### src/design/cache_pkg.sv
//////////////////////////////////////////////////////////////////////
// cache package
// geometry of the direct-mapped cache, SDRAM controller command
// codes, burst engine state codes and the tag word layout
//////////////////////////////////////////////////////////////////////
package cache_pkg;

  // 8 words of 4 bytes per line, 64 lines, 2 KB in total
  localparam int unsigned BYTE_BITS = 2;
  localparam int unsigned COLUMN_BITS = 3;
  localparam int unsigned COLUMN_COUNT = 2 ** COLUMN_BITS;
  localparam int unsigned LINE_BITS = 6;
  localparam int unsigned LINE_COUNT = 2 ** LINE_BITS;

  // requester byte address and controller word address
  localparam int unsigned ADDR_BITS = 23;
  localparam int unsigned RAM_ADDR_BITS = 21;
  localparam int unsigned TAG_BITS = ADDR_BITS - LINE_BITS - COLUMN_BITS - BYTE_BITS;

  // edges after the read strobe before the first data word is sampled
  localparam int unsigned READ_WAITS = 4;

  localparam logic [2:0] CMD_REFRESH = 3'b001;
  localparam logic [2:0] CMD_ACTIVATE = 3'b011;
  localparam logic [2:0] CMD_WRITE = 3'b100;
  localparam logic [2:0] CMD_READ = 3'b101;

  // burst engine states
  localparam int unsigned STATE_BITS = 4;
  localparam logic [STATE_BITS-1:0] ST_INIT = 4'd0;
  localparam logic [STATE_BITS-1:0] ST_INIT_ACK = 4'd1;
  localparam logic [STATE_BITS-1:0] ST_CLEAR_WAIT = 4'd2;
  localparam logic [STATE_BITS-1:0] ST_IDLE = 4'd3;
  localparam logic [STATE_BITS-1:0] ST_MISS_CHECK = 4'd4;
  localparam logic [STATE_BITS-1:0] ST_EVICT_ACT = 4'd5;
  localparam logic [STATE_BITS-1:0] ST_EVICT_DATA = 4'd6;
  localparam logic [STATE_BITS-1:0] ST_EVICT_ACK = 4'd7;
  localparam logic [STATE_BITS-1:0] ST_FILL_ACT = 4'd8;
  localparam logic [STATE_BITS-1:0] ST_FILL_WAIT = 4'd9;
  localparam logic [STATE_BITS-1:0] ST_FILL_DATA = 4'd10;
  localparam logic [STATE_BITS-1:0] ST_TAG_COMMIT = 4'd11;
  localparam logic [STATE_BITS-1:0] ST_FILL_DONE = 4'd12;

  // one tag RAM word, either raw or split into flags and tag
  typedef union packed {
    logic [31:0] raw;
    struct packed {
      logic [32-TAG_BITS-3:0] spare;
      logic dirty;
      logic valid;
      logic [TAG_BITS-1:0] tag;
    } f;
  } tag_entry_u;

endpackage

### src/design/bram.sv
//////////////////////////////////////////////////////////////////////
// bram
// single-port block RAM of 32-bit words with byte write enables
// and a registered read
//////////////////////////////////////////////////////////////////////
module bram #(
  parameter int unsigned DEPTH_BITS = cache_pkg::LINE_BITS
) (
  input  logic                  clk,
  input  logic [3:0]            write_enable,
  input  logic [DEPTH_BITS-1:0] address,
  input  logic [31:0]           data_in,
  output logic [31:0]           data_out
);

  logic [31:0] mem [2**DEPTH_BITS];

  always_ff @(posedge clk) begin
    for (int i = 0; i < 4; i++) begin
      if (write_enable[i]) begin
        mem[address][8*i +: 8] <= data_in[8*i +: 8];
      end
    end
    // read returns the word as it was before this edge's write
    data_out <= mem[address];
  end

endmodule

### src/design/cache_lookup.sv
//////////////////////////////////////////////////////////////////////
// cache lookup
// splits the requester address, keeps the tag array, detects hit
// and dirty lines and invalidates every line after reset
//////////////////////////////////////////////////////////////////////
module cache_lookup (
  input  logic                                 clk,
  input  logic                                 rst_n,
  input  logic                                 enable,
  input  logic [cache_pkg::ADDR_BITS-1:0]      address,
  input  logic [3:0]                           write_enable,
  input  logic                                 tag_write,
  output logic                                 hit,
  output logic                                 line_dirty,
  output logic [cache_pkg::LINE_BITS-1:0]      line_ix,
  output logic [cache_pkg::COLUMN_BITS-1:0]    column_ix,
  output logic [cache_pkg::RAM_ADDR_BITS-1:0]  cached_line_addr,
  output logic [cache_pkg::RAM_ADDR_BITS-1:0]  fill_line_addr,
  output logic                                 clear_done,
  output logic                                 hit_write
);

  logic [cache_pkg::TAG_BITS-1:0]  addr_tag;
  logic [cache_pkg::LINE_BITS-1:0] tag_addr;
  logic [cache_pkg::LINE_BITS-1:0] clear_ix;
  logic [cache_pkg::LINE_BITS-1:0] line_q;
  logic [3:0]                      tag_we;
  logic                            read_ok;
  cache_pkg::tag_entry_u           stored;
  cache_pkg::tag_entry_u           next_entry;

  // |tag|line|col|00|
  assign column_ix = address[cache_pkg::BYTE_BITS +: cache_pkg::COLUMN_BITS];
  assign line_ix = address[cache_pkg::BYTE_BITS + cache_pkg::COLUMN_BITS +: cache_pkg::LINE_BITS];
  assign addr_tag = address[cache_pkg::ADDR_BITS-1 -: cache_pkg::TAG_BITS];

  // the stored entry only counts once it was read for the current line
  assign hit = read_ok && line_q == line_ix && stored.f.valid && stored.f.tag == addr_tag;
  assign line_dirty = stored.f.valid && stored.f.dirty;
  assign hit_write = enable && hit && write_enable != 4'b0000;

  assign cached_line_addr = {stored.f.tag, line_ix, {cache_pkg::COLUMN_BITS{1'b0}}};
  assign fill_line_addr = {addr_tag, line_ix, {cache_pkg::COLUMN_BITS{1'b0}}};

  always_comb begin
    next_entry.raw = '0;
    tag_we = 4'b0000;
    tag_addr = line_ix;
    if (!clear_done) begin
      // start-up sweep writes all-zero entries
      tag_we = 4'b1111;
      tag_addr = clear_ix;
    end else if (tag_write) begin
      tag_we = 4'b1111;
      next_entry.f.valid = 1'b1;
      next_entry.f.tag = addr_tag;
    end else if (hit_write) begin
      tag_we = 4'b1111;
      next_entry.f.dirty = 1'b1;
      next_entry.f.valid = 1'b1;
      next_entry.f.tag = addr_tag;
    end
  end

  bram #(
    .DEPTH_BITS(cache_pkg::LINE_BITS)
  ) tag_ram (
    .clk,
    .write_enable(tag_we),
    .address(tag_addr),
    .data_in(next_entry.raw),
    .data_out(stored.raw)
  );

  always_ff @(posedge clk) begin
    if (!rst_n) begin
      clear_ix <= '0;
      clear_done <= 1'b0;
      read_ok <= 1'b0;
    end else begin
      read_ok <= clear_done;
      if (!clear_done) begin
        clear_ix <= clear_ix + 1'b1;
        if (clear_ix == cache_pkg::LINE_COUNT - 1) begin
          clear_done <= 1'b1;
        end
      end
    end
  end

  // line index that the tag RAM output belongs to
  always_ff @(posedge clk) begin
    line_q <= tag_addr;
  end

endmodule

### config.mk
export PLATFORM = sky130hd
export DESIGN_NAME = cache_lookup
export DESIGN_NICKNAME = d
export VERILOG_FILES = /design/src/design/cache_pkg.sv /design/src/design/bram.sv /design/src/design/cache_lookup.sv
export SDC_FILE = /design/constraint.sdc
export NUM_CORES = 1
export LEC_CHECK = 0
export ABC_CLOCK_PERIOD_IN_PS = 11000
export BUFFER_PORTS_ARGS = -buffer_cell sky130_fd_sc_hd__buf_2
export CAP_MARGIN = 40
export CORE_MARGIN = 5
export CORE_UTILIZATION = 30
export DETAILED_ROUTE_END_ITERATION = 10
export PLACE_DENSITY = 0.44
export SYNTH_ARGS = -nofsm -noshare
export SYNTH_HDL_FRONTEND = slang
export SYNTH_SLANG_ARGS = --single-unit
export TNS_END_PERCENT = 50
### constraint.sdc
create_clock -name clk -period 11 [get_ports clk]
set_input_delay 1.1 -clock clk [delete_from_list [all_inputs] [get_ports clk]]
set_output_delay 1.1 -clock clk [all_outputs]
set_load 0.01 [all_outputs]
# Word-level counts from Yosys, hierarchy flattened
# Memory sizes are Yosys's and may differ from the RTL's. A register that Yosys moved wholly into a read port is not among the register bits.
# Cells that the tools add are included.
# op_classes
addsub,1
eq_ne,3
n_mux,14
n_reduce_logical,7
# ops
cell,count
14-bit two-way mux,2
13-bit two-way mux,1
12-bit equality test,1
4-bit two-way mux,3
1-bit two-way mux,7
6-bit by 1-bit adder with 6-bit output (second input constant),1
6-bit equality test,1
6-bit equality test (second input constant),1
1-bit logical AND,6
6-bit two-way mux,1
4-bit nonzero test,1
# word_totals
regBits,14
ramBits,896
wordCells,30
mem_count,1
# memory_table
name,depth,width,rd,rd_ports_with_merged_regs,write_ports,line,rtl
tag_ram.mem,64,14,1,1,1,bram.sv:16,logic [31:0] mem [2**DEPTH_BITS];

# Depth between registers and ports, before layout
# depth
word_depth,11
ltp_mapped,12
mapped_depth_nobuf,7

# Cells and area by module
# Synthesis repeated with hierarchy kept, for this count alone.
# hier_totals
hier_cells,4649
area_unflattened_um2,80428.4
# by_module_without_submodules
module,instances,cells_per_inst,area_each_um2
bram,1,4481,78999.5
cache_lookup,1,168,1428.9

# Worst setup path after synthesis
# No wires, ideal clock.
# synth_timing
path_type,input-to-reg
from,in address[5] in the netlist's numbering
to,"mem tag_ram.mem[0][10] in the netlist's numbering, data pin"
setup_ps,367
t_arrival_ps,4587
t_required_ps,10633
path_slack_ps,6047
cell_stages,8
path_cell_list,buf_2 xor2_1 nor4_1 nand4_1 nor3_1 o21a_1 clkbuf_1 and2_1
# synth_lines
element,line,rtl
start: declaration,cache_lookup.sv:10,"input logic [cache_pkg::ADDR_BITS-1:0] address,"
end: declaration,bram.sv:16,

# Final worst setup path
# layout_timing
from,in address[7] in the netlist's numbering
to,"reg tag_ram.data_out[7], read port of tag_ram.mem"
# layout_via
elab_chain_len,1
# layout_lines
element,line,rtl
6-bit two-way mux,cache_lookup.sv:49,if (!clear_done) begin
end: declaration,bram.sv:13,output logic [31:0] data_out
# No other way between the ends.
# A chain may end at the register's enable or synchronous reset.

==> impl_metrics.env <==
export IMPL_syn_to_final_growth_pct=15.81
export IMPL_grt_pass1_vias=20029
export IMPL_initial_utilization_pct=30.16
export IMPL_pre_cts_ws_ns=5.325
export IMPL_layout_nets=2246
export IMPL_antenna_found_initial=1
export IMPL_synth_cell_types=62
export IMPL_syn_inst=2112
export IMPL_hold_path_class="reg2reg"
export IMPL_grt_pass1_wl_um=149200
export IMPL_fin_setup_tns_ns=0
export IMPL_cts_root_buf="clkbuf_16"
export IMPL_first_pass_iters=5
export IMPL_fin_skew_ns=0.03839
export IMPL_hold_worst_slack_ns=0.5710
export IMPL_timing_critical_path_from_type="input pin"
export IMPL_p_per_area_mw_per_mm2=181.6
export IMPL_cellLeakagePower_nw=12.23
export IMPL_clock_path_buffers=3
export IMPL_wire_per_inst_um=27.68
export IMPL_ant_nets=0
export IMPL_port_buffers=71
export IMPL_min_period_ns=5.042
export IMPL_die_area_mm2=0.1256
export IMPL_yosys_register_bits=924
export IMPL_synth_ff_type="edfxtp_1"
export IMPL_cts_setup_buffers=0
export IMPL_setup_ws_ns=5.958
export IMPL_slew_headroom_pct=38.70
export IMPL_boundaryPins=86
export IMPL_worst_pin_slew_ns=0.9195
export IMPL_utilization_pct=34.93
export IMPL_clkPwrFrac_pct=42.4
export IMPL_p_sw_mw=1.670
export IMPL_status="finished, final reports clean"
export IMPL_end_kind="flop"
export IMPL_cts_sinks=924
export IMPL_hpwl_um=60720
export IMPL_dieWidth_um=354.3
export IMPL_grtUsageTotal_pct=16.41
export IMPL_yosysSeqAreaShare_pct=77.22
export IMPL_die_h_um=354.3
export IMPL_routed_wl_um=106100
export IMPL_core_area_mm2=0.1179
export IMPL_cap_violations=0
export IMPL_crit_fanout=45
export IMPL_synth_edff_count=896
export IMPL_maxSlewViolCount=0
export IMPL_cts_made_buffers=97
export IMPL_power_frac_comb_pct=6.0
export IMPL_grt_overflow=0
export IMPL_worst_ep_arrival_time_ns=5.56
export IMPL_rows=126
export IMPL_p_sw_share_pct=22.33
export IMPL_insertion_delay_ns=0.67
export IMPL_fmax_mhz=198.3
export IMPL_required_ns=11.52
export IMPL_yosysTopAreaCell="edfxtp_1"
export IMPL_fill_cells=11132
export IMPL_syn_area_mm2=0.03557
export IMPL_yosysTopAreaCellShare_pct=75.64
export IMPL_final_hold_violation_count=0
export IMPL_yosys_warnings=0
export IMPL_htreeDepth=3
export IMPL_layout_commonest_cell="edfxtp_1"
export IMPL_syn_avg_cell_area_um2=16.84
export IMPL_vias_per_cell=5.257
export IMPL_intPower_mw=5.812
export IMPL_synthTopCellsByArea="edfxtp_1 76%, a22oi_1 3.1%, mux2i_1 2.6%"
export IMPL_layout_common_cells="896 x edfxtp_1, 168 x o21ai_0, 149 x a22oi_1"
export IMPL_num_vias=20144
export IMPL_setup_viol=0
export IMPL_drive_gt1_share_pct=18.26
export IMPL_fin_crit_sh_pct=45.84
export IMPL_clkTransAtPathRegs_ns=0.06
export IMPL_crit_type="in2reg"
export IMPL_async_reset_ff_share_pct=0
export IMPL_tritoncts="built"
export IMPL_seqPwrFrac_pct=51.6
export IMPL_drc_errors=0
export IMPL_drtIter0Drc=2146
export IMPL_post_cts_resized=0
export IMPL_grt_max_degree=77
export IMPL_power_total_mw=7.482
export IMPL_hold_buffers=0
export IMPL_register_area_mm2=0.02747
export IMPL_vdd_drop_max_mv=0.1183
export IMPL_rsz0062_at_grt="no"
export IMPL_multi_input_area_mm2=0.007199
export IMPL_gp_congestion=0.8293
[flip-flops by register name, summed over array words and instances (netlist names)]
| register | cells |
|---|---|
| read_ok | 1 |
| line_q | 6 |
| tag_ram.data_out | 14 |
| tag_ram.mem | 896 |
| clear_done | 1 |
| clear_ix | 6 |
[critical path: stages]
cell,delay (ns)
buf_2,0.20
mux2i_4,0.16
buf_4,0.58
inv_4,0.41
nor3_2,0.61
buf_4,0.60
buf_4,0.62
a222oi_1,0.27
a31oi_1,0.29
a21oi_1,0.19
nand4_1,0.37
[metal layers]
layer	GRT usage [%]	vias up	part of all wire, %
met2	25.98	713	46
met5	0	-	0
li1	-	8799	-
met3	3.566	145	7.2
met1	22.74	10487	45
met4	4.961	0	2.7
[power by group through the flow]
stage,registers [mW],logic (mW),clock network (mW)
4_1_cts,3.86,0.452,3.24
3_5_place_dp,3.94,0.450,0
6_report,3.86,0.446,3.17
5_1_grt,3.86,0.473,3.39
3_3_place_gp,3.94,0.443,0
2_1_floorplan,3.92,0.275,0
[through the flow]
stage	cell area, um2	std cells
floorplan	35590	2117
global placement	37730	3628
detailed placement	38070	3650
CTS	41170	3830
global route	41190	3831
finish	41190	3832
[final timing paths]
| kind | startpoint | end | slack (ns) | depth (start not counted) |
|---|---|---|---|---|
| hold reg to reg | clear_ix[4]$_SDFFE_PN0N_ | clear_ix[4]$_SDFFE_PN0N_ | 0.57 | 2 |
| setup / recovery | address[7] | tag_ram.data_out[7]$_DFF_P_ | 5.96 | 11 |
| hold / removal | clear_ix[4]$_SDFFE_PN0N_ | clear_ix[4]$_SDFFE_PN0N_ | 0.57 | 2 |
| setup reg to reg | clear_done$_SDFF_PN0_ | tag_ram.data_out[7]$_DFF_P_ | 6.14 | 10 |
[cell families after synthesis]
group	after synthesis	synth area share, %
AO/OA/AOI/OAI	595	11.59
XOR/XNOR	22	0.5417
adder cells (fa/ha/maj)	1	0.03517
buffers and inverters	202	3.039
flip-flops	924	77.22
multiplexers	125	3.729
other	1	0.01054
AND/OR/NAND/NOR	242	3.838
[layout make-up]
type	count	area share (%)
tap	1536	4.665
multi-input combinational	991	17.48
clock buffer	134	6.552
inverter	6	0.07897
antenna	1	0.006075
sequential	924	66.68
clock inverter	46	0.9841
timing repair buffer	194	3.560
[cells in the mapped netlist, types with 11 or more instances]
| cell | instances |
|---|---|
| buf_1 | 12 |
| clkbuf_1 | 67 |
| buf_2 | 58 |
| mux2_2 | 25 |
| a2bb2oi_1 | 26 |
| nand4_1 | 18 |
| o22a_1 | 21 |
| and4_1 | 46 |
| xor2_1 | 16 |
| nand3_1 | 11 |
| nor2_1 | 71 |
| a222oi_1 | 56 |
| a31oi_1 | 81 |
| mux2i_1 | 94 |
| nand2_1 | 43 |
| and2_1 | 19 |
| o211ai_1 | 26 |
| dfxtp_1 | 28 |
| o2bb2ai_1 | 11 |
| edfxtp_1 | 896 |
| o21ai_0 | 168 |
| a22oi_1 | 149 |
| buf_4 | 53 |
| a21oi_1 | 24 |
No activity file was read; power rests on OpenSTA's default activity.
