### config.mk
export PLATFORM = sky130hd
export DESIGN_NAME = burst_engine
export DESIGN_NICKNAME = d
export VERILOG_FILES = /design/src/design/cache_pkg.sv /design/src/design/burst_engine.sv
export SDC_FILE = /design/constraint.sdc
export NUM_CORES = 1
export LEC_CHECK = 0
export ABC_AREA = 1
export BUFFER_PORTS_ARGS = -buffer_cell sky130_fd_sc_hd__buf_2
export CAP_MARGIN = 30
export CORE_MARGIN = 2
export CORE_UTILIZATION = 41
export DETAILED_ROUTE_END_ITERATION = 8
export PLACE_DENSITY = 0.77
export SLEW_MARGIN = 20
export SYNTH_ARGS = -nofsm -noshare
export SYNTH_HDL_FRONTEND = slang
export SYNTH_SLANG_ARGS = --single-unit
### constraint.sdc
create_clock -name clk -period 3.4 [get_ports clk]
set_input_delay 0.34 -clock clk [delete_from_list [all_inputs] [get_ports clk]]
set_output_delay 0.34 -clock clk [all_outputs]
set_load 0.02 [all_outputs]
### src/design/cache_pkg.sv
//////////////////////////////////////////////////////////////////////
// cache package
// geometry of the direct-mapped cache, SDRAM controller command
// codes, burst engine state codes and the tag word layout
//////////////////////////////////////////////////////////////////////
package cache_pkg;

  // 8 words of 4 bytes per line, 64 lines, 2 KB in total
  localparam int unsigned BYTE_BITS = 2;
  localparam int unsigned COLUMN_BITS = 3;
  localparam int unsigned COLUMN_COUNT = 2 ** COLUMN_BITS;
  localparam int unsigned LINE_BITS = 6;
  localparam int unsigned LINE_COUNT = 2 ** LINE_BITS;

  // requester byte address and controller word address
  localparam int unsigned ADDR_BITS = 23;
  localparam int unsigned RAM_ADDR_BITS = 21;
  localparam int unsigned TAG_BITS = ADDR_BITS - LINE_BITS - COLUMN_BITS - BYTE_BITS;

  // edges after the read strobe before the first data word is sampled
  localparam int unsigned READ_WAITS = 4;

  localparam logic [2:0] CMD_REFRESH = 3'b001;
  localparam logic [2:0] CMD_ACTIVATE = 3'b011;
  localparam logic [2:0] CMD_WRITE = 3'b100;
  localparam logic [2:0] CMD_READ = 3'b101;

  // burst engine states
  localparam int unsigned STATE_BITS = 4;
  localparam logic [STATE_BITS-1:0] ST_INIT = 4'd0;
  localparam logic [STATE_BITS-1:0] ST_INIT_ACK = 4'd1;
  localparam logic [STATE_BITS-1:0] ST_CLEAR_WAIT = 4'd2;
  localparam logic [STATE_BITS-1:0] ST_IDLE = 4'd3;
  localparam logic [STATE_BITS-1:0] ST_MISS_CHECK = 4'd4;
  localparam logic [STATE_BITS-1:0] ST_EVICT_ACT = 4'd5;
  localparam logic [STATE_BITS-1:0] ST_EVICT_DATA = 4'd6;
  localparam logic [STATE_BITS-1:0] ST_EVICT_ACK = 4'd7;
  localparam logic [STATE_BITS-1:0] ST_FILL_ACT = 4'd8;
  localparam logic [STATE_BITS-1:0] ST_FILL_WAIT = 4'd9;
  localparam logic [STATE_BITS-1:0] ST_FILL_DATA = 4'd10;
  localparam logic [STATE_BITS-1:0] ST_TAG_COMMIT = 4'd11;
  localparam logic [STATE_BITS-1:0] ST_FILL_DONE = 4'd12;

  // one tag RAM word, either raw or split into flags and tag
  typedef union packed {
    logic [31:0] raw;
    struct packed {
      logic [32-TAG_BITS-3:0] spare;
      logic dirty;
      logic valid;
      logic [TAG_BITS-1:0] tag;
    } f;
  } tag_entry_u;

endpackage

### src/design/burst_engine.sv
//////////////////////////////////////////////////////////////////////
// burst engine
// drives the SDRAM controller: start-up refresh, eviction of dirty
// lines in one write burst and line fills in one read burst
//////////////////////////////////////////////////////////////////////
module burst_engine (
  input  logic                                 clk,
  input  logic                                 rst_n,
  input  logic                                 enable,
  input  logic                                 hit,
  input  logic                                 line_dirty,
  input  logic [cache_pkg::RAM_ADDR_BITS-1:0]  cached_line_addr,
  input  logic [cache_pkg::RAM_ADDR_BITS-1:0]  fill_line_addr,
  input  logic                                 clear_done,
  input  logic [31:0]                          evict_data,
  input  logic                                 sdrc_init_done,
  input  logic                                 sdrc_cmd_ack,
  input  logic [31:0]                          sdrc_rdata,
  output logic                                 sdrc_cmd_en,
  output logic [2:0]                           sdrc_cmd,
  output logic [cache_pkg::RAM_ADDR_BITS-1:0]  sdrc_addr,
  output logic [31:0]                          sdrc_data,
  output logic [7:0]                           sdrc_data_len,
  output logic [3:0]                           sdrc_dqm,
  output logic                                 sdrc_precharge_ctrl,
  output logic                                 sdrc_power_down,
  output logic                                 sdrc_selfrefresh,
  output logic [cache_pkg::COLUMN_BITS-1:0]    evict_col,
  output logic [cache_pkg::COLUMN_COUNT-1:0]   fill_we,
  output logic [31:0]                          fill_data,
  output logic                                 tag_write,
  output logic                                 ready
);

  logic [cache_pkg::STATE_BITS-1:0]              state;
  logic [cache_pkg::COLUMN_BITS-1:0]             col_cnt;
  logic [$clog2(cache_pkg::READ_WAITS + 1)-1:0]  wait_cnt;

  // whole-line bursts, no masking, auto precharge, no power saving
  assign sdrc_data_len = 8'(cache_pkg::COLUMN_COUNT - 1);
  assign sdrc_dqm = 4'b0000;
  assign sdrc_precharge_ctrl = 1'b1;
  assign sdrc_power_down = 1'b0;
  assign sdrc_selfrefresh = 1'b0;
  assign evict_col = col_cnt;

  always_ff @(posedge clk) begin
    if (!rst_n) begin
      state <= cache_pkg::ST_INIT;
      sdrc_cmd_en <= 1'b0;
      fill_we <= '0;
      tag_write <= 1'b0;
      ready <= 1'b0;
    end else begin
      // command strobe lasts one cycle
      sdrc_cmd_en <= 1'b0;
      case (state)
        cache_pkg::ST_INIT: begin
          if (sdrc_init_done) begin
            sdrc_cmd_en <= 1'b1;
            sdrc_cmd <= cache_pkg::CMD_REFRESH;
            state <= cache_pkg::ST_INIT_ACK;
          end
        end
        cache_pkg::ST_INIT_ACK: begin
          if (sdrc_cmd_ack) begin
            state <= cache_pkg::ST_CLEAR_WAIT;
          end
        end
        cache_pkg::ST_CLEAR_WAIT: begin
          if (clear_done) begin
            ready <= 1'b1;
            state <= cache_pkg::ST_IDLE;
          end
        end
        cache_pkg::ST_IDLE: begin
          if (enable && !hit) begin
            state <= cache_pkg::ST_MISS_CHECK;
          end
        end
        cache_pkg::ST_MISS_CHECK: begin
          // lookup now reflects the held address
          if (!enable || hit) begin
            state <= cache_pkg::ST_IDLE;
          end else if (line_dirty) begin
            sdrc_cmd_en <= 1'b1;
            sdrc_cmd <= cache_pkg::CMD_ACTIVATE;
            sdrc_addr <= cached_line_addr;
            state <= cache_pkg::ST_EVICT_ACT;
          end else begin
            sdrc_cmd_en <= 1'b1;
            sdrc_cmd <= cache_pkg::CMD_ACTIVATE;
            sdrc_addr <= fill_line_addr;
            state <= cache_pkg::ST_FILL_ACT;
          end
        end
        cache_pkg::ST_EVICT_ACT: begin
          if (sdrc_cmd_ack) begin
            sdrc_cmd_en <= 1'b1;
            sdrc_cmd <= cache_pkg::CMD_WRITE;
            sdrc_addr <= cached_line_addr;
            col_cnt <= '0;
            state <= cache_pkg::ST_EVICT_DATA;
          end
        end
        cache_pkg::ST_EVICT_DATA: begin
          // first word appears the cycle after the write strobe
          sdrc_data <= evict_data;
          col_cnt <= col_cnt + 1'b1;
          if (col_cnt == cache_pkg::COLUMN_COUNT - 1) begin
            state <= cache_pkg::ST_EVICT_ACK;
          end
        end
        cache_pkg::ST_EVICT_ACK: begin
          if (sdrc_cmd_ack) begin
            sdrc_cmd_en <= 1'b1;
            sdrc_cmd <= cache_pkg::CMD_ACTIVATE;
            sdrc_addr <= fill_line_addr;
            state <= cache_pkg::ST_FILL_ACT;
          end
        end
        cache_pkg::ST_FILL_ACT: begin
          if (sdrc_cmd_ack) begin
            sdrc_cmd_en <= 1'b1;
            sdrc_cmd <= cache_pkg::CMD_READ;
            sdrc_addr <= fill_line_addr;
            wait_cnt <= '0;
            state <= cache_pkg::ST_FILL_WAIT;
          end
        end
        cache_pkg::ST_FILL_WAIT: begin
          if (wait_cnt == cache_pkg::READ_WAITS) begin
            fill_data <= sdrc_rdata;
            fill_we <= {{(cache_pkg::COLUMN_COUNT-1){1'b0}}, 1'b1};
            col_cnt <= {{(cache_pkg::COLUMN_BITS-1){1'b0}}, 1'b1};
            state <= cache_pkg::ST_FILL_DATA;
          end else begin
            wait_cnt <= wait_cnt + 1'b1;
          end
        end
        cache_pkg::ST_FILL_DATA: begin
          fill_data <= sdrc_rdata;
          fill_we <= fill_we << 1;
          col_cnt <= col_cnt + 1'b1;
          if (col_cnt == cache_pkg::COLUMN_COUNT - 1) begin
            // tag goes in together with the last word
            tag_write <= 1'b1;
            state <= cache_pkg::ST_TAG_COMMIT;
          end
        end
        cache_pkg::ST_TAG_COMMIT: begin
          fill_we <= '0;
          tag_write <= 1'b0;
          state <= cache_pkg::ST_FILL_DONE;
        end
        cache_pkg::ST_FILL_DONE: begin
          state <= cache_pkg::ST_IDLE;
        end
        default: begin
          state <= cache_pkg::ST_INIT;
        end
      endcase
    end
  end

endmodule

Word level (Yosys, flattened, before mapping):

Index checks and enable logic that the tools add are counted.

* bits in read-only memories: 0
* memory bits (writable): 0
* logic and storage cells: 104
* register bits: 109
* latch bits: 0
* input bits: 114
* memories kept: 0

* reduce and logical (&&, ||, !) cells: 25
* div/mod/pow operators: 0
* shift-type cells: 0
* $mul: 0
* eq/ne operators: 27
* $lt $le $gt $ge: 0
* add/subtract/negate cells: 2
* muxes and demuxes: 39
* bitwise operators: 0

Operators with widths (count)
* 2-to-1 mux 21 bit: 4
* one-hot mux 32 bit (2 select lines): 1
* one-hot mux 21 bit (3 select lines): 1
* one-hot mux 4 bit (13 select lines): 1
* 2-to-1 mux 4 bit: 12
* 2-to-1 mux 32 bit: 1
* 2-to-1 mux 3 bit: 8
* inequality test 2 bit (second input constant): 12
* one-hot mux 8 bit (3 select lines): 1
* == test 4 bit (second input constant): 5
* == test 4 x 3 -> 1 bit (second input constant): 4
* one-hot mux 3 bit (5 select lines): 1
* AND reduction 10 bit: 1
* one-hot mux 3 bit (3 select lines): 1
* nonzero test 3 bit: 3
* == test 4 x 2 -> 1 bit (second input constant): 2
* 2-to-1 mux 8 bit: 1
* AND reduction 2 bit: 4
* AND reduction 4 bit: 2
* AND reduction 7 bit: 1
* adder 3 x 1 -> 3 bit (second input constant): 2
* == test 3 bit (second input constant): 2
* one-hot mux 3 bit (2 select lines): 1
* nonzero test 2 bit: 3
* other kinds (14): 19

Logic depth before layout (Yosys ltp):

Gate-level depths: netlist of the first run.

* word-level depth: 4
* mapped depth: 10

Worst setup path before layout of the first run:

Ideal clock, no wire load.

* kind: reg-to-reg
* from: register state[3] in the netlist's numbering
* to: register fill_data[0], enable pin
* buffers on the path: 0
* clock period less this slack: 3.770 ns
* path slack: -0.370 ns
* data required time: 2.930 ns
* arrival time: 3.300 ns
* stages on the path, launching flop included: 5
* path through: dfxtp_1 inv_2 nor2_4 nand2_1 a211oi_1

* longest elaborated chain between the ends: 3

RTL lines
* from (decl): RTL line burst_engine.sv:35 `logic [cache_pkg::STATE_BITS-1:0] state;`
* from (signal assigned): RTL line burst_engine.sv:49 `state <= cache_pkg::ST_INIT;`
* from (signal assigned): RTL line burst_engine.sv:62 `state <= cache_pkg::ST_INIT_ACK;`
* from (signal assigned): RTL line burst_engine.sv:67 `state <= cache_pkg::ST_CLEAR_WAIT;`
* == test 4 bit: RTL line burst_engine.sv:57 `case (state)`
* inequality test 2 bit (no line) / nonzero test 2 bit (equally long branches)
* AND reduction 3 bit (no line) *
* to (signal assigned): RTL line burst_engine.sv:133 `fill_data <= sdrc_rdata;`
* to (signal assigned): RTL line burst_engine.sv:142 `fill_data <= sdrc_rdata;`
* to (decl): RTL line burst_engine.sv:30 `output logic [31:0] fill_data,`

Mark *: on every way between the ends. The rest lies on a longest branch, timed or not.
A chain may end at the register's enable or synchronous reset.

Worst setup path after layout of the first run:

* from: register state[3] in the netlist's numbering
* to: register fill_data[17], enable pin

The elaborated chain is that of the path after synthesis.

==> results.sh, run 1 <==
export IMPL_p_leak_nw=2.642
export IMPL_critical_path_reg2reg_startpoint="state[3]$_SDFFE_PN0P_"
export IMPL_power_total_mw=3.211
export IMPL_post_cts_setup_buffer_count=0
export IMPL_placement_rows=37
export IMPL_synth_cells_most_frequent="edfxtp_1 (94), nand2_1 (76), inv_1 (43)"
export IMPL_cts_root_buffer_cell="clkbuf_8"
export IMPL_p_int_mw=2.239
export IMPL_rsz_0062_raised_after_global_routing="false"
export IMPL_hold_path_class="input pin to register"
export IMPL_ctsHtreeMaxLevel=3
export IMPL_ys_top_cells_by_area="edfxtp_1 (65%), dfxtp_1 (6.9%), nand2_1 (6.5%)"
export IMPL_finalMaxSlewViolations=0
export IMPL_worst_path_max_fanout=32
export IMPL_power_net_switching_uw=971.6
export IMPL_gr_usage_all_layers_pct=16.75
export IMPL_synthCells=345
export IMPL_report_final_setup_viol=0
export IMPL_clock_tree_buffer_depth=2
export IMPL_crit_cells=5
export IMPL_number_of_port_buffers=215
export IMPL_synth_compound_area_share_pct=7.055
export IMPL_mappedNetlistArea_um2=4363
export IMPL_vdd_drop_max_v=0.0002195
export IMPL_grt_start_max_net_pins=43
export IMPL_yosys_area_top_type_share_pct=64.70
export IMPL_critical_path_buf_inv_count=2
export IMPL_die_x_um=107.2
export IMPL_synth_sequential_area_ratio_pct=71.58
export IMPL_fraction_of_synthesis_flops_using_an_asynchronous_set_or_reset_pin_pct=0
export IMPL_critPathLaunchType="register"
export IMPL_synth_seq_cells=109
export IMPL_final_core_utilization_pct=55.85
export IMPL_syn_area_per_cell_um2=12.65
export IMPL_via_count=3200
export IMPL_worstPathArrival_ns=2.02
export IMPL_count_of_final_hold_check_violations=0
export IMPL_crit_slowest_cell="dfxtp_1"
export IMPL_grt_pass1_vias=2946
export IMPL_power_density_nw_per_um2=556.8
export IMPL_startpoint_of_the_tightest_hold_check_path="sdrc_rdata[26]"
export IMPL_grt_first_pass_wirelength_um=14540
export IMPL_post_synth_mux_area_share_pct=0
export IMPL_dieHeight_um=107.2
export IMPL_synth_edff_count=94
export IMPL_starting_density_of_the_core_pct=42.26
export IMPL_sw_frac_of_total_pct=30.26
export IMPL_cp_cell_sequence="inv_2, nor2_4, nand2_1, a211oi_4, buf_4"
export IMPL_period_needed_ns=1.988
export IMPL_n_fill_cell=843
export IMPL_finish_net_count=685
export IMPL_place_detailed_hpwl_um=7871
export IMPL_clk_pin_slew_worst_paths_ns=0.10
export IMPL_place_gp_congestion=0.9257
export IMPL_post_route_cells_drive_above_1_share_pct=46.85
export IMPL_worst_clock_skew_ns=0.01023
export IMPL_clock_tree_from_tritoncts="done"
export IMPL_post_cts_hold_buffer_count=0
export IMPL_boundaryPins=231
export IMPL_rr_worst_depth=5
export IMPL_drt_pass1_iterations=5
export IMPL_area_growth_pct=32.15
export IMPL_antenna_found_initial=1
export IMPL_finalWirelength_um=10160
export IMPL_maxCapViolCount=0
export IMPL_synth_xor_area_share_pct=0.2007
export IMPL_synth_lib_cells_used_distinct=30
export IMPL_max_slew_margin_pct=65.92
export IMPL_preCtsSetupSlack_ns=1.447
export IMPL_status="finished clean"
export IMPL_synth_warnings=0
export IMPL_drt_iter0_markers=215
export IMPL_dominantRegCellSynth="edfxtp_1"
export IMPL_placeable_core_region_um2=10320
export IMPL_timing_final_crit_share_pct=58.48
export IMPL_crit_path_max_incr_delay_ns=0.50
export IMPL_share_clk_of_total_power_pct=26.7
export IMPL_largest_family_of_logic_cells_by_synthesized_area="simple AND/OR/NAND/NOR gates"
export IMPL_max_slew_worst_pin_slew_ns=0.5106
export IMPL_post_route_drc_count=0
export IMPL_clock_fmax_ghz=0.5029
export IMPL_timing_hold_ws_ns=0.1394
export IMPL_critical_path_top_delay_family="buffers and inverters"
export IMPL_viasPerCell=4.513
export IMPL_worst_hold_path_num_cells=1
export IMPL_timing_final_ws_setup_ns=1.412
export IMPL_overflow=0
export IMPL_crit_path_from="state[3]$_SDFFE_PN0P_"
export IMPL_kind_of_end_point_of_the_critical_path="register"
export IMPL_critPathKind="register to register"
export IMPL_routed_wire_length_per_instance_um=14.33
export IMPL_insertion_delay_ns=0.37
export IMPL_cts_sinks=109
export IMPL_timing_setup_tns_ns=0
export IMPL_post_synth_top_count_cell="edfxtp_1"
export IMPL_dieArea_um2=11480
export IMPL_ctsResizeCount=0
export IMPL_post_synth_top_area_cell="edfxtp_1"
export IMPL_synth_adder_area_share_pct=1.147
export IMPL_seq_power_share_pct=50.5
export IMPL_post_synth_and_or_nand_nor_area_fraction_pct=12.16
export IMPL_comb_power_share_pct=22.8
export IMPL_required_ns=3.43
export IMPL_cts_inserted_buffers=9
export IMPL_ant_nets=0
-- flip-flops by register name, summed over array words and instances (netlist names) --
| signal | count |
|---|---|
| wait_cnt | 3 |
| ready | 1 |
| fill_we | 8 |
| sdrc_cmd | 3 |
| sdrc_addr | 21 |
| sdrc_cmd_en | 1 |
| evict_col | 3 |
| sdrc_data | 32 |
| fill_data | 32 |
| tag_write | 1 |
| state | 4 |
-- logic make-up after synthesis --
kind of cell,Yosys count
AOI/OAI and AO/OA,42
and+or+nand+nor,121
other,2
buffers and inverters,66
xor gates and xnor gates,1
DFF,109
adders and majority gates,4
-- layout make-up --
cell class	instances	area [um2]	share of cell area (%)
repair buffers	219	1106	19.18
diodes	1	2.502	0.04340
clock inverters	6	95.09	1.649
flip-flops and latches	109	3123	54.17
well taps	136	170.2	2.951
inverters	45	168.9	2.930
clock buffers	10	127.6	2.214
multi-input cells	183	972.2	16.86
-- metal layers --
layer	global-route usage (%)	wire length, um	vias up
met5	0	0	-
met2	29.25	5124	184
li1	-	-	1568
met1	18.52	3811	1432
met4	7.885	235	0
met3	5.228	990	16
-- final timing paths --
| check | endpoint | slack (ns) |
|---|---|---|
| max | fill_data[17]$_DFFE_PP_ | 1.41 |
| max reg2reg | fill_data[17]$_DFFE_PP_ | 1.41 |
| min reg2reg | ready$_SDFFE_PN0P_ | 0.45 |
| min | fill_data[26]$_DFFE_PP_ | 0.14 |
-- power groups by stage --
| stage | Sequential [mW] | Clock [mW] | Combinational (mW) |
|---|---|---|---|
| after floorplan | 1.73 | 0 | 0.453 |
| after global placement | 1.65 | 0 | 0.705 |
| after detailed placement | 1.65 | 0 | 0.726 |
| after CTS | 1.62 | 0.883 | 0.731 |
| after global routing | 1.63 | 0.927 | 0.812 |
| final | 1.62 | 0.857 | 0.731 |
-- worst register-to-register path, stage by stage (launching register included) --
cell,delay (ns)
dfxtp_1,0.50
inv_2,0.11
nor2_4,0.17
nand2_1,0.20
a211oi_4,0.28
buf_4,0.40
-- stage by stage --
stage | instances | area, um2
2_1_floorplan | 358 | 4417
3_3_place_gp | 692 | 5540
3_5_place_dp | 692 | 5540
4_1_cts | 708 | 5763
5_1_grt | 709 | 5766
6_report | 709 | 5766
-- cell usage in the layout, fill, tap and decap left out, types with 9 or more instances in the layout --
cell      instances
buf_2           215
edfxtp_1         94
nand2_1          76
inv_1            43
nor2_1           22
o21ai_2          21
conb_1           15
dfxtp_1          15
nand3_1          10
a21oi_1          10
clkbuf_8          9
Power figures use the tool's default switching activity.
==> inputs of run 2 (changes only) <==
--- a/config.mk
+++ b/config.mk
@@ -5,13 +5,13 @@
 export SDC_FILE = /design/constraint.sdc
 export NUM_CORES = 1
 export LEC_CHECK = 0
-export ABC_AREA = 1
+export ABC_AREA = 0
 export BUFFER_PORTS_ARGS = -buffer_cell sky130_fd_sc_hd__buf_2
 export CAP_MARGIN = 30
 export CORE_MARGIN = 2
-export CORE_UTILIZATION = 41
+export CORE_UTILIZATION = 40
 export DETAILED_ROUTE_END_ITERATION = 8
-export PLACE_DENSITY = 0.77
+export PLACE_DENSITY = 0.76
 export SLEW_MARGIN = 20
 export SYNTH_ARGS = -nofsm -noshare
 export SYNTH_HDL_FRONTEND = slang
==> constraint.sdc (replaced) <==
create_clock -name clk -period 1.7 [get_ports clk]
set_input_delay 0.17 -clock clk [delete_from_list [all_inputs] [get_ports clk]]
set_output_delay 0.17 -clock clk [all_outputs]
set_load 0.02 [all_outputs]
==> run 2 against run 1 <==
Net effect: the run now ends with setup timing left; largest power group unchanged; critical path depth grew 2; sequential power grew 88%; setup slack lost 1.4 ns; utilization grew 9.1 points; critical endpoint is now sdrc_addr[1]$_DFFE_PP_; non-clock buffer count grew 91; maximum frequency grew 14%; routed wire length grew 26%; total power grew 86%; first-iteration DRC count grew 31%.
==> results.sh, run 2 <==
export IMPL_critical_path_buf_inv_count=3
export IMPL_critPathLaunchType="register"
export IMPL_grt_first_pass_wirelength_um=18060
export IMPL_startpoint_of_the_tightest_hold_check_path="clear_done"
export IMPL_n_fill_cell=728
export IMPL_seq_power_share_pct=50.9
export IMPL_post_route_drc_count=0
export IMPL_clock_tree_buffer_depth=2
export IMPL_grt_pass1_vias=3614
export IMPL_crit_path_max_incr_delay_ns=0.39
export IMPL_worst_path_max_fanout=6
export IMPL_overflow=0
export IMPL_critical_path_reg2reg_startpoint="state[3]$_SDFFE_PN0P_"
export IMPL_clock_fmax_ghz=0.5757
export IMPL_finish_net_count=699
export IMPL_share_clk_of_total_power_pct=25.6
export IMPL_crit_slowest_cell="dfxtp_2"
export IMPL_ctsHtreeMaxLevel=3
export IMPL_most_common_layout_cells="buf_2 (215), edfxtp_1 (94), dlygate4sd3_1 (64)"
export IMPL_worstPathArrival_ns=1.85
export IMPL_dominantRegCellSynth="edfxtp_1"
export IMPL_placement_rows=37
export IMPL_cts_root_buffer_cell="clkbuf_8"
export IMPL_layout_commonest_cell="buf_2"
export IMPL_place_detailed_hpwl_um=8607
export IMPL_status="complete, but fails checks"
export IMPL_gr_usage_all_layers_pct=21.10
export IMPL_timing_hold_ws_ns=0.05608
export IMPL_clock_tree_from_tritoncts="done"
export IMPL_starting_density_of_the_core_pct=41.33
export IMPL_post_synth_top_count_cell="edfxtp_1"
export IMPL_critical_path_top_delay_family="buffers and inverters"
export IMPL_drt_iter0_markers=282
export IMPL_post_route_cells_drive_above_1_share_pct=52.56
export IMPL_p_leak_nw=2.858
export IMPL_synth_seq_cells=109
export IMPL_dieArea_um2=11510
export IMPL_critPathKind="register to register"
export IMPL_seq_area_um2=3128
export IMPL_area_growth_pct=57.18
export IMPL_multi_input_comb_area_um2=1165
export IMPL_crit_path_from="state[3]$_SDFFE_PN0P_"
export IMPL_comb_power_share_pct=23.4
export IMPL_antenna_found_initial=2
export IMPL_required_ns=1.81
export IMPL_yosys_area_top_type_share_pct=66.16
export IMPL_critical_path_top_cell_by_count="buf_6"
export IMPL_cts_sinks=109
export IMPL_synth_warnings=0
export IMPL_finalWirelength_um=12790
export IMPL_registers_with_the_highest_flip_flop_counts="fill_data x32, sdrc_data x32, sdrc_addr x21"
export IMPL_insertion_delay_ns=0.37
export IMPL_count_of_final_hold_check_violations=0
export IMPL_finalMaxSlewViolations=0
export IMPL_kind_of_end_point_of_the_critical_path="register"
export IMPL_post_synth_top_area_cell="edfxtp_1"
export IMPL_mappedNetlistArea_um2=4267
export IMPL_synth_sequential_area_ratio_pct=73.20
export IMPL_vdd_drop_max_v=0.0004711
export IMPL_max_slew_worst_pin_slew_ns=0.5086
export IMPL_clk_pin_slew_worst_paths_ns=0.11
export IMPL_place_gp_congestion=0.8637
export IMPL_timing_final_ws_setup_ns=-0.03687
export IMPL_synthCells=273
export IMPL_sw_frac_of_total_pct=28.22
export IMPL_cp_cell_sequence="nor2b_4, buf_6, a21oi_2, o32a_1, nor2_4, buf_6, clkbuf_16"
export IMPL_worst_clock_skew_ns=0.01578
export IMPL_placeable_core_region_um2=10320
export IMPL_viasPerCell=4.791
export IMPL_synth_edff_count=94
export IMPL_placed_cell_area_um2=5759
export IMPL_grt_start_max_net_pins=33
export IMPL_synth_cells_most_frequent="edfxtp_1 (94), mux2_1 (20), nor2_1 (19)"
export IMPL_period_needed_ns=1.737
export IMPL_ff2ff_setup_slack_ns=-0.04
export IMPL_ant_nets=0
export IMPL_die_x_um=107.3
export IMPL_rsz_0062_raised_after_global_routing="true"
export IMPL_synth_lib_cells_used_distinct=41
export IMPL_p_int_mw=4.281
export IMPL_ys_top_cells_by_area="edfxtp_1 (66%), dfxtp_1 (7.0%), mux2_1 (5.3%)"
export IMPL_maxCapViolCount=0
export IMPL_syn_area_per_cell_um2=15.63
export IMPL_stdcell_area_um2=6706
export IMPL_report_final_setup_viol=39
export IMPL_routed_wire_length_per_instance_um=17.67
export IMPL_dieHeight_um=107.3
export IMPL_number_of_port_buffers=215
export IMPL_cts_inserted_buffers=9
export IMPL_failed_checks="setup timing"
export IMPL_power_net_switching_mw=1.683
export IMPL_via_count=3469
export IMPL_timing_final_crit_share_pct=102.2
export IMPL_drt_pass1_iterations=5
export IMPL_max_slew_margin_pct=65.97
export IMPL_fraction_of_synthesis_flops_using_an_asynchronous_set_or_reset_pin_pct=0
export IMPL_hold_path_class="input pin to register"
export IMPL_power_density_nw_per_um2=889.2
export IMPL_boundaryPins=231
==> run 2: logic make-up (layout without fill, tap and decap cells) <==
group                    count (synthesis)  in the layout  synth area share, %
flip-flops                             109            109                73.20
XOR/XNOR                                 1              1               0.2053
other                                    2             17               0.1760
multiplexers                            25             25                6.510
AO/OA/AOI/OAI                           41             41                7.097
buffers and inverters                   31            331                4.663
adder cells (fa/ha/maj)                  4              4                1.173
AND/OR/NAND/NOR                         60             60                6.979
==> run 2: stage by stage <==
step                      cells  total power, mW  utilization (%)  setup TNS [ns]  setup slack (ns)
after global routing        724            6.205            64.96          -2.356          -0.07555
after CTS                   718            5.943            64.36         -0.5113          -0.02685
after global placement      635            4.285            55.79               0           0.02596
after floorplan             286            3.958                -          -21.60           -0.4223
final                       724            5.963            64.96         -0.7197          -0.03687
after detailed placement    635            4.323            55.79         -0.8252          -0.03974
==> run 2: timing repair <==
action | in CTS | in global routing
buffers inserted | 2 | 4
gates resized for setup | 2 | 9
gates cloned | 1 | 1
hold endpoints to repair | 64 | 0
pin swaps | 1 | 4
endpoints found under the setup margin | 40 | 90
hold buffers | 64 | 0
==> run 2: tightest hold or removal path, cell delays in order <==
cell     delay [ns]
buf_2          0.10
a31oi_1        0.07
nor2_1         0.07
==> run 2: area by class of cell <==
| type | count | share of cell area [%] |
|---|---|---|
| sequential | 109 | 46.64 |
| timing repair buffer | 310 | 30.30 |
| multi-input combinational | 146 | 17.37 |
| tap | 136 | 2.537 |
| clock buffer | 9 | 1.847 |
| clock inverter | 7 | 0.9515 |
| inverter | 5 | 0.2799 |
| antenna | 2 | 0.07463 |
==> run 2: power groups by stage <==
stage | sequential (mW) | combinational, mW | clock (mW)
2_1_floorplan | 3.16 | 0.800 | 0
3_3_place_gp | 3.10 | 1.19 | 0
3_5_place_dp | 3.10 | 1.22 | 0
4_1_cts | 3.04 | 1.37 | 1.54
5_1_grt | 3.05 | 1.49 | 1.67
6_report | 3.04 | 1.40 | 1.53
==> run 2: path summary, 6_finish.rpt <==
path,end,depth (start not counted)
worst max-delay path,sdrc_addr[1]$_DFFE_PP_,7
worst min-delay path,ready$_SDFFE_PN0P_,3
worst max register to register,sdrc_addr[1]$_DFFE_PP_,7
worst min register to register,ready$_SDFFE_PN0P_,2
==> run 2: layer usage <==
metal | vias up | part of all wire [%] | track usage, %
met5 | - | 0 | 0
met4 | 0 | 4.0 | 9.369
met3 | 40 | 7.0 | 5.690
met2 | 191 | 56 | 41.32
met1 | 1627 | 33 | 20.23
li1 | 1611 | - | -
==> inputs of run 3 (changes only) <==
--- a/config.mk
+++ b/config.mk
@@ -10,6 +10,7 @@
 export CAP_MARGIN = 30
 export CORE_MARGIN = 2
 export CORE_UTILIZATION = 40
+export CTS_CLUSTER_SIZE = 24
 export DETAILED_ROUTE_END_ITERATION = 8
 export PLACE_DENSITY = 0.76
 export SLEW_MARGIN = 20
==> constraint.sdc (replaced) <==
create_clock -name clk -period 1.7 [get_ports clk]
set_input_delay 0.17 -clock clk [delete_from_list [all_inputs] [get_ports clk]]
set_output_delay 0.17 -clock clk [all_outputs]
set_load 0.005 [all_outputs]
==> run 3 against run 2 <==
Net effect: the run still ends with setup timing left; register-to-register slack about the same; sequential share of layout area fell by 0.72 points; setup slack better by 0.013 ns; utilization increased by 1.1 points; flip-flop and latch count unchanged; cell area up 1.6%; worst hold slack gained 0.019 ns; sequential power about the same; combinational power barely moved; routed wire length rose by 6.3%; count of clock-buffer cells in the layout is the same; die area did not move; critical endpoint is now sdrc_addr[10]$_DFFE_PP_; largest cell class unchanged.
==> results.sh, run 3 (synthesis results as in run 2) <==
export IMPL_status="complete, but fails checks"
export IMPL_failed_checks="setup timing"
export IMPL_crit_slowest_cell="dfxtp_2"
export IMPL_ctsHtreeMaxLevel=3
export IMPL_post_route_drc_count=0
export IMPL_period_needed_ns=1.724
export IMPL_timing_final_ws_setup_ns=-0.02391
export IMPL_dieHeight_um=107.3
export IMPL_grt_start_max_net_pins=33
export IMPL_overflow=0
export IMPL_required_ns=1.83
export IMPL_placed_cell_area_um2=5751
export IMPL_clock_fmax_ghz=0.5801
export IMPL_power_density_nw_per_um2=943.0
export IMPL_gr_usage_all_layers_pct=21.83
export IMPL_antenna_found_initial=2
export IMPL_comb_power_share_pct=21.8
export IMPL_boundaryPins=231
export IMPL_hold_path_class="input pin to register"
export IMPL_grt_pass1_vias=3547
export IMPL_post_route_cells_drive_above_1_share_pct=53.16
export IMPL_registers_with_the_highest_flip_flop_counts="fill_data x32, sdrc_data x32, sdrc_addr x21"
export IMPL_p_leak_nw=2.890
export IMPL_clock_tree_buffer_depth=2
export IMPL_met2_demand_to_capacity_share_in_global_routing_pct=40.14
export IMPL_insertion_delay_ns=0.38
export IMPL_grt_use_met3_pct=5.085
export IMPL_global_route_peak_usage_layer="met2"
export IMPL_cts_inserted_buffers=9
export IMPL_report_final_setup_viol=21
export IMPL_cts_sinks=109
export IMPL_timing_final_crit_share_pct=101.4
export IMPL_placement_rows=37
export IMPL_share_clk_of_total_power_pct=30.7
export IMPL_count_of_final_hold_check_violations=0
export IMPL_cp_cell_sequence="nand2b_4, o21ai_4, a221oi_4, buf_6, buf_16, mux2_4"
export IMPL_power_net_switching_mw=1.677
export IMPL_most_common_layout_cells="buf_2 (215), edfxtp_1 (94), dlygate4sd3_1 (64)"
export IMPL_critPathKind="register to register"
export IMPL_placeable_core_region_um2=10320
export IMPL_finalMaxSlewViolations=0
export IMPL_p_int_mw=4.751
export IMPL_worst_clock_skew_ns=0.02106
export IMPL_maxCapViolCount=0
export IMPL_ant_nets=0
export IMPL_clock_tree_from_tritoncts="done"
export IMPL_place_detailed_hpwl_um=8045
export IMPL_kind_of_end_point_of_the_critical_path="register"
export IMPL_via_count=3553
export IMPL_layout_commonest_cell="buf_2"
export IMPL_viasPerCell=4.914
export IMPL_cts_root_buffer_cell="clkbuf_8"
export IMPL_drt_pass1_iterations=4
export IMPL_vdd_drop_max_v=0.0004935
export IMPL_worstPathArrival_ns=1.86
export IMPL_stdcell_area_um2=6817
export IMPL_routed_wire_length_per_instance_um=18.81
export IMPL_number_of_port_buffers=215
export IMPL_clk_pin_slew_worst_paths_ns=0.10
export IMPL_place_gp_congestion=0.8695
export IMPL_worst_path_max_fanout=5
export IMPL_drt_iter0_markers=347
export IMPL_die_x_um=107.3
export IMPL_grt_met1_usage_pct=23.49
export IMPL_area_growth_pct=59.77
export IMPL_final_core_utilization_pct=66.03
export IMPL_seq_power_share_pct=47.5
export IMPL_dieArea_um2=11510
export IMPL_finalWirelength_um=13600
export IMPL_sw_frac_of_total_pct=26.09
export IMPL_finish_net_count=698
export IMPL_starting_density_of_the_core_pct=41.33
export IMPL_rsz_0062_raised_after_global_routing="true"
export IMPL_grt_first_pass_wirelength_um=18610
export IMPL_crit_path_max_incr_delay_ns=0.37
export IMPL_critPathLaunchType="register"
-- run 3: changes by cell type in the layout (fill, tap and decap cells not counted), sizes merged --
| cell | delta |
|---|---|
| inv | -3 |
| bufinv | +3 |
| clkinv | -1 |
| clkinvlp | +1 |
| buf | -1 |
-- run 3: layout make-up --
type | count | area [um2]
sequential | 109 | 3131
multi-input combinational | 146 | 1194
inverter | 5 | 18.77
tap | 136 | 170.2
fill | 687 | 3507
timing repair buffer | 309 | 2041
clock buffer | 9 | 123.9
antenna | 2 | 5.005
clock inverter | 7 | 133.9
-- run 3: per-stage QoR --
stage                     setup slack [ns]  hold WS (ns)  TNS [ns]  cells  total power [mW]
after global placement           -0.005655        0.3469  -0.09425    633             4.213
after detailed placement          -0.03077        0.3482   -0.5180    633             4.239
after global routing              -0.07654       0.07821    -2.432    723             6.637
after floorplan                    -0.4223        0.2689    -21.58    286             3.871
after CTS                         -0.02331       0.04138   -0.2724    718             6.361
final                             -0.02391       0.07485   -0.3739    723             6.428
-- run 3: final timing paths --
| kind | depth (start not counted) | to | slack (ns) | start |
|---|---|---|---|---|
| setup / recovery | 6 | sdrc_addr[10]$_DFFE_PP_ | -0.02 | state[2]$_SDFFE_PN0P_ |
| hold / removal | 3 | ready$_SDFFE_PN0P_ | 0.07 | clear_done |
| setup reg to reg | 6 | sdrc_addr[10]$_DFFE_PP_ | -0.02 | state[2]$_SDFFE_PN0P_ |
| hold reg to reg | 2 | state[2]$_SDFFE_PN0P_ | 0.50 | state[2]$_SDFFE_PN0P_ |
-- run 3: critical path: cells and delay by family, from the launching register on --
family / cells / cell delay (ns)
AO/OA/AOI/OAI: 2 / 0.41
flip-flops: 1 / 0.37
multiplexers: 1 / 0.29
buffers and inverters: 2 / 0.28
AND/OR/NAND/NOR: 1 / 0.14
-- run 3: power by group through the flow --
| stage | Clock (mW) | Sequential [mW] | Combinational, mW |
|---|---|---|---|
| 2_1_floorplan | 0 | 3.10 | 0.766 |
| 3_3_place_gp | 0 | 3.10 | 1.12 |
| 3_5_place_dp | 0 | 3.10 | 1.14 |
| 4_1_cts | 1.96 | 3.05 | 1.35 |
| 5_1_grt | 2.09 | 3.06 | 1.49 |
| 6_report | 1.98 | 3.05 | 1.40 |
-- run 3: layer usage --
metal	share of wire, %	vias up
met4	2.0	0
met2	55	192
met3	7.7	24
met5	0	-
met1	35	1730
li1	-	1607
-- run 3: repair_timing --
item	4_1_cts	5_1_grt
endpoints found under the hold margin	64	0
hold buffers	64	0
cloned	2	1
pin swaps	1	3
resized for setup	4	17
buffers inserted	3	4
endpoints found under the setup margin	42	121
